[src/verilog/sdp_brdma_cfg_pkg.sv]
/* bias read DMA layer configuration
   width typedefs, data-use enum and the layer config struct */

package sdp_brdma_cfg_pkg;

  //========================================
  // widths with a meaning
  //========================================
  typedef logic [12:0] dim_t;        // value minus one
  typedef logic [26:0] stride_t;     // in atoms
  typedef logic [26:0] atom_addr_t;  // atom granular address

  // which operand streams take the bias data
  typedef enum logic [1:0] {
    use_mul  = 2'd0,
    use_alu  = 2'd1,
    use_both = 2'd2
  } data_use_e;

  //========================================
  // layer configuration
  //========================================
  typedef struct packed {
    atom_addr_t base_addr;       // first atom of surface 0
    stride_t    line_stride;     // step between lines
    stride_t    surface_stride;  // step between surfaces
    dim_t       width;           // atoms per line, minus one
    dim_t       height;          // lines per surface, minus one
    dim_t       channel;         // surfaces, minus one
    data_use_e  data_use;
    logic       perf_dma_en;     // enables the stall counter
  } brdma_cfg_t;

endpackage

[src/verilog/sdp_dma_pkg.sv]
/* memory read interface types
   atom and operand widths, read request and response payloads */

package sdp_dma_pkg;

  //========================================
  // data widths
  //========================================
  typedef logic [63:0] atom_t;      // one memory atom
  typedef logic [31:0] half_t;      // one operand word
  typedef logic [12:0] cq_entry_t;  // atoms per request, minus one

  //========================================
  // read request / response payloads
  //========================================
  typedef struct packed {
    sdp_brdma_cfg_pkg::atom_addr_t addr;  // start atom
    sdp_brdma_cfg_pkg::dim_t       size;  // atoms minus one
  } dma_rd_req_t;

  typedef struct packed {
    atom_t data;
  } dma_rd_rsp_t;

endpackage

[src/verilog/sdp_brdma_fifo.sv]
/* synchronous valid/ready FIFO on a register array
   used for the context queue and the latency FIFO */

module sdp_brdma_fifo #(
  parameter int DEPTH = 4,
  parameter int WIDTH = 13
) (
  input  logic             nvdla_core_clk,
  input  logic             nvdla_core_rstn,
  input  logic             wr_valid,
  output logic             wr_ready,
  input  logic [WIDTH-1:0] wr_pd,
  output logic             rd_valid,
  input  logic             rd_ready,
  output logic [WIDTH-1:0] rd_pd
);

  localparam int AW = (DEPTH > 1) ? $clog2(DEPTH) : 1;
  localparam int CW = $clog2(DEPTH + 1);

  logic [WIDTH-1:0] mem [DEPTH];  // payload storage
  logic [AW-1:0]    wr_ptr;
  logic [AW-1:0]    rd_ptr;
  logic [CW-1:0]    count;        // entries held
  logic             push;
  logic             pop;

  assign wr_ready = (count != CW'(DEPTH));  // full drops ready
  assign rd_valid = (count != '0);
  assign rd_pd    = mem[rd_ptr];

  assign push = wr_valid & wr_ready;
  assign pop  = rd_valid & rd_ready;

  always_ff @(posedge nvdla_core_clk) begin
    if (push) begin
      mem[wr_ptr] <= wr_pd;
    end
  end

  always_ff @(posedge nvdla_core_clk or negedge nvdla_core_rstn) begin
    if (!nvdla_core_rstn) begin
      wr_ptr <= '0;
      rd_ptr <= '0;
      count  <= '0;
    end else begin
      if (push) begin
        wr_ptr <= (wr_ptr == AW'(DEPTH - 1)) ? '0 : wr_ptr + 1'b1;  // wrap at depth
      end
      if (pop) begin
        rd_ptr <= (rd_ptr == AW'(DEPTH - 1)) ? '0 : rd_ptr + 1'b1;
      end
      if (push && !pop) begin
        count <= count + 1'b1;
      end else if (pop && !push) begin
        count <= count - 1'b1;
      end
    end
  end

endmodule

[src/verilog/sdp_brdma_ig.sv]
/* read request generator, one request per line of every surface
   also keeps the request stall counter */

module sdp_brdma_ig (
  input  logic                             nvdla_core_clk,
  input  logic                             nvdla_core_rstn,
  input  logic                             op_load,
  input  sdp_brdma_cfg_pkg::brdma_cfg_t    cfg,
  output logic                             req_valid,
  input  logic                             req_ready,
  output sdp_dma_pkg::dma_rd_req_t         req_pd,
  output logic                             cq_valid,
  input  logic                             cq_ready,
  output sdp_dma_pkg::cq_entry_t           cq_pd,
  output logic [31:0]                      stall_cnt
);

  typedef enum logic {
    idle,
    issue
  } ig_state_e;

  ig_state_e                     state;
  sdp_brdma_cfg_pkg::dim_t       line_cnt;   // line within surface
  sdp_brdma_cfg_pkg::dim_t       surf_cnt;   // surface index
  sdp_brdma_cfg_pkg::atom_addr_t line_addr;  // address of current line
  sdp_brdma_cfg_pkg::atom_addr_t surf_addr;  // start of current surface
  logic                          req_xfer;
  logic                          last_line;
  logic                          last_surf;

  //========================================
  // request and context entry go out together
  //========================================
  assign req_valid = (state == issue) & cq_ready;
  assign cq_valid  = (state == issue) & req_ready;
  assign req_xfer  = req_valid & req_ready;

  assign req_pd.addr = line_addr;
  assign req_pd.size = cfg.width;
  assign cq_pd       = sdp_dma_pkg::cq_entry_t'(cfg.width);  // atoms minus one

  assign last_line = (line_cnt == cfg.height);
  assign last_surf = (surf_cnt == cfg.channel);

  //========================================
  // surface-major address walk
  //========================================
  always_ff @(posedge nvdla_core_clk or negedge nvdla_core_rstn) begin
    if (!nvdla_core_rstn) begin
      state     <= idle;
      line_cnt  <= '0;
      surf_cnt  <= '0;
      line_addr <= '0;
      surf_addr <= '0;
    end else if (op_load) begin
      state     <= issue;
      line_cnt  <= '0;
      surf_cnt  <= '0;
      line_addr <= cfg.base_addr;
      surf_addr <= cfg.base_addr;
    end else if (req_xfer) begin
      if (!last_line) begin
        line_cnt  <= line_cnt + 1'b1;
        line_addr <= line_addr + cfg.line_stride;
      end else if (!last_surf) begin
        line_cnt  <= '0;
        surf_cnt  <= surf_cnt + 1'b1;
        surf_addr <= surf_addr + cfg.surface_stride;  // next surface start
        line_addr <= surf_addr + cfg.surface_stride;
      end else begin
        state <= idle;  // layer fully issued
      end
    end
  end

  // cycles a request waits on memory
  always_ff @(posedge nvdla_core_clk or negedge nvdla_core_rstn) begin
    if (!nvdla_core_rstn) begin
      stall_cnt <= '0;
    end else if (op_load) begin
      stall_cnt <= '0;
    end else if (cfg.perf_dma_en && req_valid && !req_ready) begin
      stall_cnt <= stall_cnt + 1'b1;
    end
  end

endmodule

[src/verilog/sdp_brdma_eg.sv]
/* splits response atoms onto the ALU and MUL operand streams
   per context entry, and flags the end of the layer */

module sdp_brdma_eg (
  input  logic                          nvdla_core_clk,
  input  logic                          nvdla_core_rstn,
  input  logic                          op_load,
  input  sdp_brdma_cfg_pkg::brdma_cfg_t cfg,
  input  logic                          cq_valid,
  output logic                          cq_ready,
  input  sdp_dma_pkg::cq_entry_t        cq_pd,
  input  logic                          lat_valid,
  output logic                          lat_ready,
  input  sdp_dma_pkg::dma_rd_rsp_t      lat_pd,
  output logic                          alu_valid,
  input  logic                          alu_ready,
  output sdp_dma_pkg::half_t            alu_pd,
  output logic                          mul_valid,
  input  logic                          mul_ready,
  output sdp_dma_pkg::half_t            mul_pd,
  output logic                          eg_done
);

  logic                   ctx_vld;     // context entry held
  sdp_dma_pkg::cq_entry_t ctx_size;    // atoms minus one
  sdp_dma_pkg::cq_entry_t atom_cnt;
  logic [26:0]            entry_total; // requests in the layer
  logic [26:0]            entry_cnt;   // entries finished
  logic                   alu_sent;
  logic                   mul_sent;
  logic                   is_both;
  logic                   alu_en;
  logic                   mul_en;
  logic                   active;
  logic                   alu_xfer;
  logic                   mul_xfer;
  logic                   atom_pop;
  logic                   last_atom;
  sdp_dma_pkg::half_t     atom_lo;
  sdp_dma_pkg::half_t     atom_hi;

  assign is_both = (cfg.data_use == sdp_brdma_cfg_pkg::use_both);
  assign alu_en  = is_both | (cfg.data_use == sdp_brdma_cfg_pkg::use_alu);
  assign mul_en  = is_both | (cfg.data_use == sdp_brdma_cfg_pkg::use_mul);
  assign active  = ctx_vld & lat_valid;
  assign atom_lo = lat_pd.data[31:0];
  assign atom_hi = lat_pd.data[63:32];

  //========================================
  // operand streams
  //========================================
  assign alu_valid = active & alu_en & ~(is_both & alu_sent);
  assign mul_valid = active & mul_en & ~(is_both & mul_sent);
  assign alu_pd    = (!is_both && alu_sent) ? atom_hi : atom_lo;  // hi after lo
  assign mul_pd    = (is_both || mul_sent) ? atom_hi : atom_lo;
  assign alu_xfer  = alu_valid & alu_ready;
  assign mul_xfer  = mul_valid & mul_ready;

  // sent flag means the low half went out in single-use mode
  assign atom_pop  = is_both ? ((alu_sent | alu_xfer) & (mul_sent | mul_xfer))
                             : ((alu_xfer & alu_sent) | (mul_xfer & mul_sent));
  assign lat_ready = atom_pop;
  assign cq_ready  = ~ctx_vld;
  assign last_atom = (atom_cnt == ctx_size);

  always_ff @(posedge nvdla_core_clk or negedge nvdla_core_rstn) begin
    if (!nvdla_core_rstn) begin
      alu_sent <= 1'b0;
      mul_sent <= 1'b0;
    end else if (atom_pop) begin
      alu_sent <= 1'b0;
      mul_sent <= 1'b0;
    end else begin
      alu_sent <= alu_sent | alu_xfer;
      mul_sent <= mul_sent | mul_xfer;
    end
  end

  //========================================
  // context and layer tracking
  //========================================
  always_ff @(posedge nvdla_core_clk or negedge nvdla_core_rstn) begin
    if (!nvdla_core_rstn) begin
      ctx_vld     <= 1'b0;
      ctx_size    <= '0;
      atom_cnt    <= '0;
      entry_total <= '0;
      entry_cnt   <= '0;
      eg_done     <= 1'b0;
    end else begin
      eg_done <= atom_pop & last_atom & (entry_cnt + 1'b1 == entry_total);
      if (op_load) begin
        entry_cnt   <= '0;
        entry_total <= (27'(cfg.channel) + 27'd1) * (27'(cfg.height) + 27'd1);
      end else if (atom_pop && last_atom) begin
        entry_cnt <= entry_cnt + 1'b1;
      end
      if (cq_valid && cq_ready) begin
        ctx_vld  <= 1'b1;
        ctx_size <= cq_pd;
        atom_cnt <= '0;
      end else if (atom_pop) begin
        if (last_atom) begin
          ctx_vld <= 1'b0;  // entry complete
        end else begin
          atom_cnt <= atom_cnt + 1'b1;
        end
      end
    end
  end

endmodule

[src/verilog/sdp_brdma.sv]
/* bias read DMA top level
   layer switch, request generator, context queue, latency FIFO, egress */

module sdp_brdma #(
  parameter int CQ_DEPTH  = 4,
  parameter int LAT_DEPTH = 8
) (
  input  logic                          nvdla_core_clk,
  input  logic                          nvdla_core_rstn,
  input  logic                          reg2dp_op_en,
  input  sdp_brdma_cfg_pkg::brdma_cfg_t reg2dp_cfg,
  output logic                          dp2reg_done,
  output logic [31:0]                   dp2reg_brdma_stall,
  output logic                          dma_rd_req_valid,
  input  logic                          dma_rd_req_ready,
  output sdp_dma_pkg::dma_rd_req_t      dma_rd_req_pd,
  input  logic                          dma_rd_rsp_valid,
  output logic                          dma_rd_rsp_ready,
  input  sdp_dma_pkg::dma_rd_rsp_t      dma_rd_rsp_pd,
  output logic                          dma_rd_cdt_lat_fifo_pop,
  output logic                          alu_valid,
  input  logic                          alu_ready,
  output sdp_dma_pkg::half_t            alu_pd,
  output logic                          mul_valid,
  input  logic                          mul_ready,
  output sdp_dma_pkg::half_t            mul_pd
);

  logic                     op_load;
  logic                     layer_process;
  logic                     eg_done;
  logic                     ig2cq_valid;
  logic                     ig2cq_ready;
  sdp_dma_pkg::cq_entry_t   ig2cq_pd;
  logic                     cq2eg_valid;
  logic                     cq2eg_ready;
  sdp_dma_pkg::cq_entry_t   cq2eg_pd;
  logic                     lat_rd_valid;
  logic                     lat_rd_ready;
  sdp_dma_pkg::dma_rd_rsp_t lat_rd_pd;

  //========================================
  // layer switch
  //========================================
  assign op_load = reg2dp_op_en & ~layer_process;  // one cycle pulse before the flop sets

  always_ff @(posedge nvdla_core_clk or negedge nvdla_core_rstn) begin
    if (!nvdla_core_rstn) begin
      layer_process <= 1'b0;
    end else if (op_load) begin
      layer_process <= 1'b1;
    end else if (eg_done) begin
      layer_process <= 1'b0;
    end
  end

  assign dp2reg_done             = eg_done;
  assign dma_rd_cdt_lat_fifo_pop = lat_rd_valid & lat_rd_ready;  // one credit per atom

  //========================================
  // datapath
  //========================================
  sdp_brdma_ig u_ig (
    .nvdla_core_clk  (nvdla_core_clk),
    .nvdla_core_rstn (nvdla_core_rstn),
    .op_load         (op_load),
    .cfg             (reg2dp_cfg),
    .req_valid       (dma_rd_req_valid),
    .req_ready       (dma_rd_req_ready),
    .req_pd          (dma_rd_req_pd),
    .cq_valid        (ig2cq_valid),
    .cq_ready        (ig2cq_ready),
    .cq_pd           (ig2cq_pd),
    .stall_cnt       (dp2reg_brdma_stall)
  );

  sdp_brdma_fifo #(.DEPTH(CQ_DEPTH), .WIDTH(13)) u_cq (
    .nvdla_core_clk  (nvdla_core_clk),
    .nvdla_core_rstn (nvdla_core_rstn),
    .wr_valid        (ig2cq_valid),
    .wr_ready        (ig2cq_ready),
    .wr_pd           (ig2cq_pd),
    .rd_valid        (cq2eg_valid),
    .rd_ready        (cq2eg_ready),
    .rd_pd           (cq2eg_pd)
  );

  sdp_brdma_fifo #(.DEPTH(LAT_DEPTH), .WIDTH(64)) u_lat_fifo (
    .nvdla_core_clk  (nvdla_core_clk),
    .nvdla_core_rstn (nvdla_core_rstn),
    .wr_valid        (dma_rd_rsp_valid),
    .wr_ready        (dma_rd_rsp_ready),
    .wr_pd           (dma_rd_rsp_pd),
    .rd_valid        (lat_rd_valid),
    .rd_ready        (lat_rd_ready),
    .rd_pd           (lat_rd_pd)
  );

  sdp_brdma_eg u_eg (
    .nvdla_core_clk  (nvdla_core_clk),
    .nvdla_core_rstn (nvdla_core_rstn),
    .op_load         (op_load),
    .cfg             (reg2dp_cfg),
    .cq_valid        (cq2eg_valid),
    .cq_ready        (cq2eg_ready),
    .cq_pd           (cq2eg_pd),
    .lat_valid       (lat_rd_valid),
    .lat_ready       (lat_rd_ready),
    .lat_pd          (lat_rd_pd),
    .alu_valid       (alu_valid),
    .alu_ready       (alu_ready),
    .alu_pd          (alu_pd),
    .mul_valid       (mul_valid),
    .mul_ready       (mul_ready),
    .mul_pd          (mul_pd),
    .eg_done         (eg_done)
  );

endmodule

[config.mk]
export PLATFORM = sky130hd
export DESIGN_NAME = sdp_brdma
export DESIGN_NICKNAME = d
export VERILOG_FILES = /design/src/verilog/sdp_brdma_cfg_pkg.sv /design/src/verilog/sdp_dma_pkg.sv /design/src/verilog/sdp_brdma_fifo.sv /design/src/verilog/sdp_brdma_ig.sv /design/src/verilog/sdp_brdma_eg.sv /design/src/verilog/sdp_brdma.sv
export SDC_FILE = /design/constraint.sdc
export NUM_CORES = 2
export LEC_CHECK = 0
export BUFFER_PORTS_ARGS = -buffer_cell sky130_fd_sc_hd__buf_2
export CORE_ASPECT_RATIO = 0.8
export CORE_MARGIN = 2
export CORE_UTILIZATION = 45
export DETAILED_ROUTE_END_ITERATION = 12
export GPL_TIMING_DRIVEN = 0
export HOLD_SLACK_MARGIN = 0.05
export PLACE_DENSITY = 0.73
export RECOVER_POWER = 100
export SLEW_MARGIN = 20
export SYNTH_ARGS = -nofsm -noshare
export SYNTH_HDL_FRONTEND = slang
export SYNTH_SLANG_ARGS = --single-unit
export TNS_END_PERCENT = 20
[constraint.sdc]
create_clock -name nvdla_core_clk -period 19.02 [get_ports nvdla_core_clk]
set_input_delay 0.951 -clock nvdla_core_clk [delete_from_list [all_inputs] [get_ports nvdla_core_clk]]
set_output_delay 0.951 -clock nvdla_core_clk [all_outputs]
set_load 0.01 [all_outputs]
==> metrics.md <==
| Metric | Value |
|---|---|
| Status | `finished, violations left` |
| Failing checks | `max-capacitance violations, max-slew violations` |
| CTS tree | `done` |
| DIE HEIGHT | `between 200 and 300 um` |
| Port Buffers | `~330` |
| Number of gates resized after CTS | `0` |
| Peak Freq | `between 90 and 100 MHz` |
| Cell Count Post-Placement | `4928` |
| Primary FF master, synth | `edfxtp_1` |
| Hold Slack | `roughly 480 ps` |
| Total grt overflow | `0` |
| Min Tclk post-route | `between 10000 and 15000 ps` |
| Req. time, crit path | `approximately 19000 ps` |
| Largest net degree at the start of global routing | `between 90 and 100` |
| Met2 wire len | `between 40 and 50 mm` |
| Register area | `approximately 22000 sq um` |
| Clock Sinks | `a little under 800` |
| Slew Viols, Final | `281` |
| CP Capture Type | `asynchronous set/reset pin` |
| Cells after Synth | `3312` |
| Average routed wire per standard cell | `approximately 22 um` |
| Max transition margin | `-238%` |
| First-pass GRT wire length | `roughly 170 mm` |
| Setup TNS | `0 ps` |
| Hold Path Stages | `1` |
| Core area | `93000 sq um` |
| Largest cells by area after synthesis | `edfxtp_1 40%, dfrtp_1 13%, mux4_2 7.5%` |
| CTS Buf Count | `77` |
| DP Wirelength | `around 85 mm` |
| Distinct cell type count after synthesis | `78` |
| Antenna-violating nets left | `0` |
| Critical path type | `in -> async` |
| Post-CTS Setup Inserts | `0` |
| Sequential area share after synthesis | `between 50% and 60%` |
| # rows | `100` |
| Worst vdd ir | `approximately 0.15 mV` |
| Number of remaining DRC errors | `0` |
| Syn nets | `3812` |
| Area Growth Syn to Fin | `13.6%` |
| Clk root buf | `clkbuf_16` |
| Yosys warnings | `0` |
| Leading area contributor after synthesis | `edfxtp_1` |
| RSZ-0062 raised after global routing | `false` |
| Met3 WL | `just over 10 mm` |
| Initial DRC Count | `approximately 2800` |
| Final setup fails | `0` |
| Vias | `29117` |
| # Max-Cap Violations | `6` |
| CP arrival | `roughly 9900 ps` |
| Full die area | `approximately 96000 sq um` |
| Post-synth ARST share | `27.6%` |
| Worst skew pair latency | `between 600 and 700 ps` |
| Layout Skew | `between 50 and 60 ps` |
| Least-Margin Pin Slew | `between 5000 and 6000 ps` |
| Via density | `5.74` |
| I/O pin count | `~340` |
| Share of cells above drive strength 1 | `about 12%` |
| Routed WL | `approximately 110 mm` |
| Reg2reg path depth | `8` |
| Leak Pwr | `between 15 and 20 nW` |
| Fin nets | `between 4000 and 5000` |
| RePlAce Congestion | `between 0.9 and 1` |
| Cell Pwr Density | `~150 nW/um^2` |
| CTS clk-pin slew, worst paths | `around 60 ps` |
| Router iterations before antenna repair | `7` |
| Post-synth EDFFs | `between 500 and 600` |
| Area of the multi-input gates | `about 19000 sq um` |
| Syn Std Cell Area | `between 40000 and 50000 sq um` |
| Vias in the first global route | `between 20000 and 30000` |
| Crit Path Max Fanout | `approximately 90` |
| Synth Register Bits | `approximately 780` |
| # hold bufs at CTS | `0` |
| Avg Cell Area, Syn | `between 10 and 15 sq um` |
| Final Hold Vio Count | `0` |
| Clk buf depth | `3` |
| Die extent in x | `346 um` |
| Hold Path Class | `reg -> reg` |
| Setup crit start kind | `primary input` |
| Initial Util | `~45%` |
| Initial antenna violation count | `11` |
| H-tree depth | `3` |
| Highest routed layer | `met5` |
| Fill cell count | `7938` |
| All-layer global routing usage | `23.3%` |
| Tcrit/Tclk final | `54.4%` |
| DRT met1 WL | `between 40 and 50 mm` |
| Yosys top cell area share | `between 40 and 50%` |
| Fin cells | `around 5100` |
[area by class of cell]
cell class                      count  area share [%]
Clock inverter                     50            1.20
Tap cell                         1224            3.19
Buffer                            140            1.22
Multi-Input combinational cell   2197            38.7
Timing Repair Buffer              392            3.42
Antenna cell                        5          0.0261
Sequential cell                   779            46.5
Clock buffer                       91            4.23
Inverter                          196            1.53
[synthesized netlist by cell type, drive strengths merged, types with 20 or more instances]
master  count
nor2      317
nand4      33
nand2     262
xor2      122
o21ai     116
nor2b      21
clkbuf     94
a21oi     168
or3        20
and2       25
a21o       36
a31oi      23
nand3      72
mux4      141
mux2i      50
fa        144
buf        46
inv       196
and3       35
mux2       58
edfxtp    564
ha        162
xnor2     136
dfrtp     215
nor3       48
nand2b     29
a22oi      20
[stage by stage]
stage                     instance area, sq um  setup WS, ps  util [%]  total power [mW]
after floorplan                          42200         11200         -              4.83
after detailed placement                 46200         10530      49.7              5.91
final                                    48000          8670      51.6              7.38
after CTS                                48800         11190      52.5              7.50
after global routing                     48000          6690      51.6              7.86
after global placement                   45400          4710      48.8              5.83
[critical path: stages]
cell,delay (ps)
clkbuf_1,2350
clkbuf_1,2690
clkbuf_1,3710
[path summary, 6_finish.rpt]
| path | from | endpoint | slack (ps) |
|---|---|---|---|
| min | u_ig.surf_addr[20] | u_ig.surf_addr[20] | 480 |
| max reg2reg | u_lat_fifo.count[0] | u_lat_fifo.mem[3][47] | 13840 |
| max in group nvdla_core_clk | reg2dp_cfg[3] | u_eg.entry_total[25] | 11000 |
| max | nvdla_core_rstn | u_ig.surf_cnt[6] | 8670 |
| min in group asynchronous | nvdla_core_rstn | u_eg.alu_sent | 1450 |
| min reg2reg | u_ig.surf_addr[20] | u_ig.surf_addr[20] | 480 |
[metal layers]
| layer | vias to the layer above | GRT usage (%) |
|---|---|---|
| met3 | 219 | 5.12 |
| met1 | 14558 | 34.0 |
| met2 | 1390 | 34.5 |
| met5 | - | 0 |
| li1 | 12942 | - |
| met4 | 8 | 8.10 |
[placed cells by master, fill, tap and decap left out, types with 11 or more instances in the layout]
| cell type | count |
|---|---|
| dfrtp_1 | 215 |
| nor2_1 | 315 |
| a31oi_1 | 23 |
| nor3_1 | 47 |
| buf_1 | 11 |
| inv_1 | 196 |
| ha_1 | 162 |
| nand3_1 | 72 |
| nor2b_1 | 21 |
| and3_1 | 35 |
| clkbuf_4 | 11 |
| clkinv_2 | 16 |
| or3_1 | 20 |
| and2_1 | 19 |
| clkinv_1 | 12 |
| nand2_1 | 262 |
| buf_2 | 129 |
| mux2_2 | 54 |
| a21o_1 | 36 |
| a21oi_1 | 168 |
| o21ai_0 | 115 |
| mux2i_1 | 50 |
| xnor2_1 | 136 |
| a22oi_1 | 20 |
| nor4_1 | 12 |
| nand2b_1 | 29 |
| mux4_2 | 141 |
| o211ai_1 | 12 |
| clkbuf_16 | 77 |
| fa_1 | 144 |
| edfxtp_1 | 564 |
| xor2_1 | 122 |
| nand4_1 | 33 |
| clkbuf_1 | 383 |
[cell families (layout without fill, tap and decap cells)]
kind of cell | after synthesis | after routing | share of synthesized area (%)
AOI/OAI and AO/OA | 472 | 472 | 6.88
xor gates and xnor gates | 258 | 258 | 5.35
adders and majority gates | 306 | 306 | 11.6
buffers and inverters | 336 | 869 | 3.13
DFF | 779 | 779 | 52.8
muxes | 249 | 249 | 10.3
other | 0 | 5 | 0
and+or+nand+nor | 912 | 912 | 9.91
[report_power, final]
part | switching (mW) | internal, mW | leakage, nW | total (mW)
Clock | 0.693 | 0.862 | 1.25 | 1.56
Sequential | 0.170 | 2.14 | 7.91 | 2.31
Combinational | 2.04 | 1.48 | 9.54 | 3.52
Total | 2.91 | 4.48 | 18.7 | 7.38
[registers in the layout, summed over array words and instances (netlist names), 2 cells and up]
signal	count
u_lat_fifo.mem	512
u_ig.line_addr	27
u_cq.wr_ptr	2
u_lat_fifo.wr_ptr	3
u_eg.atom_cnt	13
u_eg.entry_cnt	27
u_eg.ctx_size	13
u_cq.mem	52
u_lat_fifo.count	4
u_ig.surf_cnt	13
u_cq.rd_ptr	2
u_lat_fifo.rd_ptr	3
u_ig.line_cnt	13
u_ig.stall_cnt	32
u_cq.count	3
u_ig.surf_addr	27
u_eg.entry_total	27
Power figures use the tool's default switching activity.
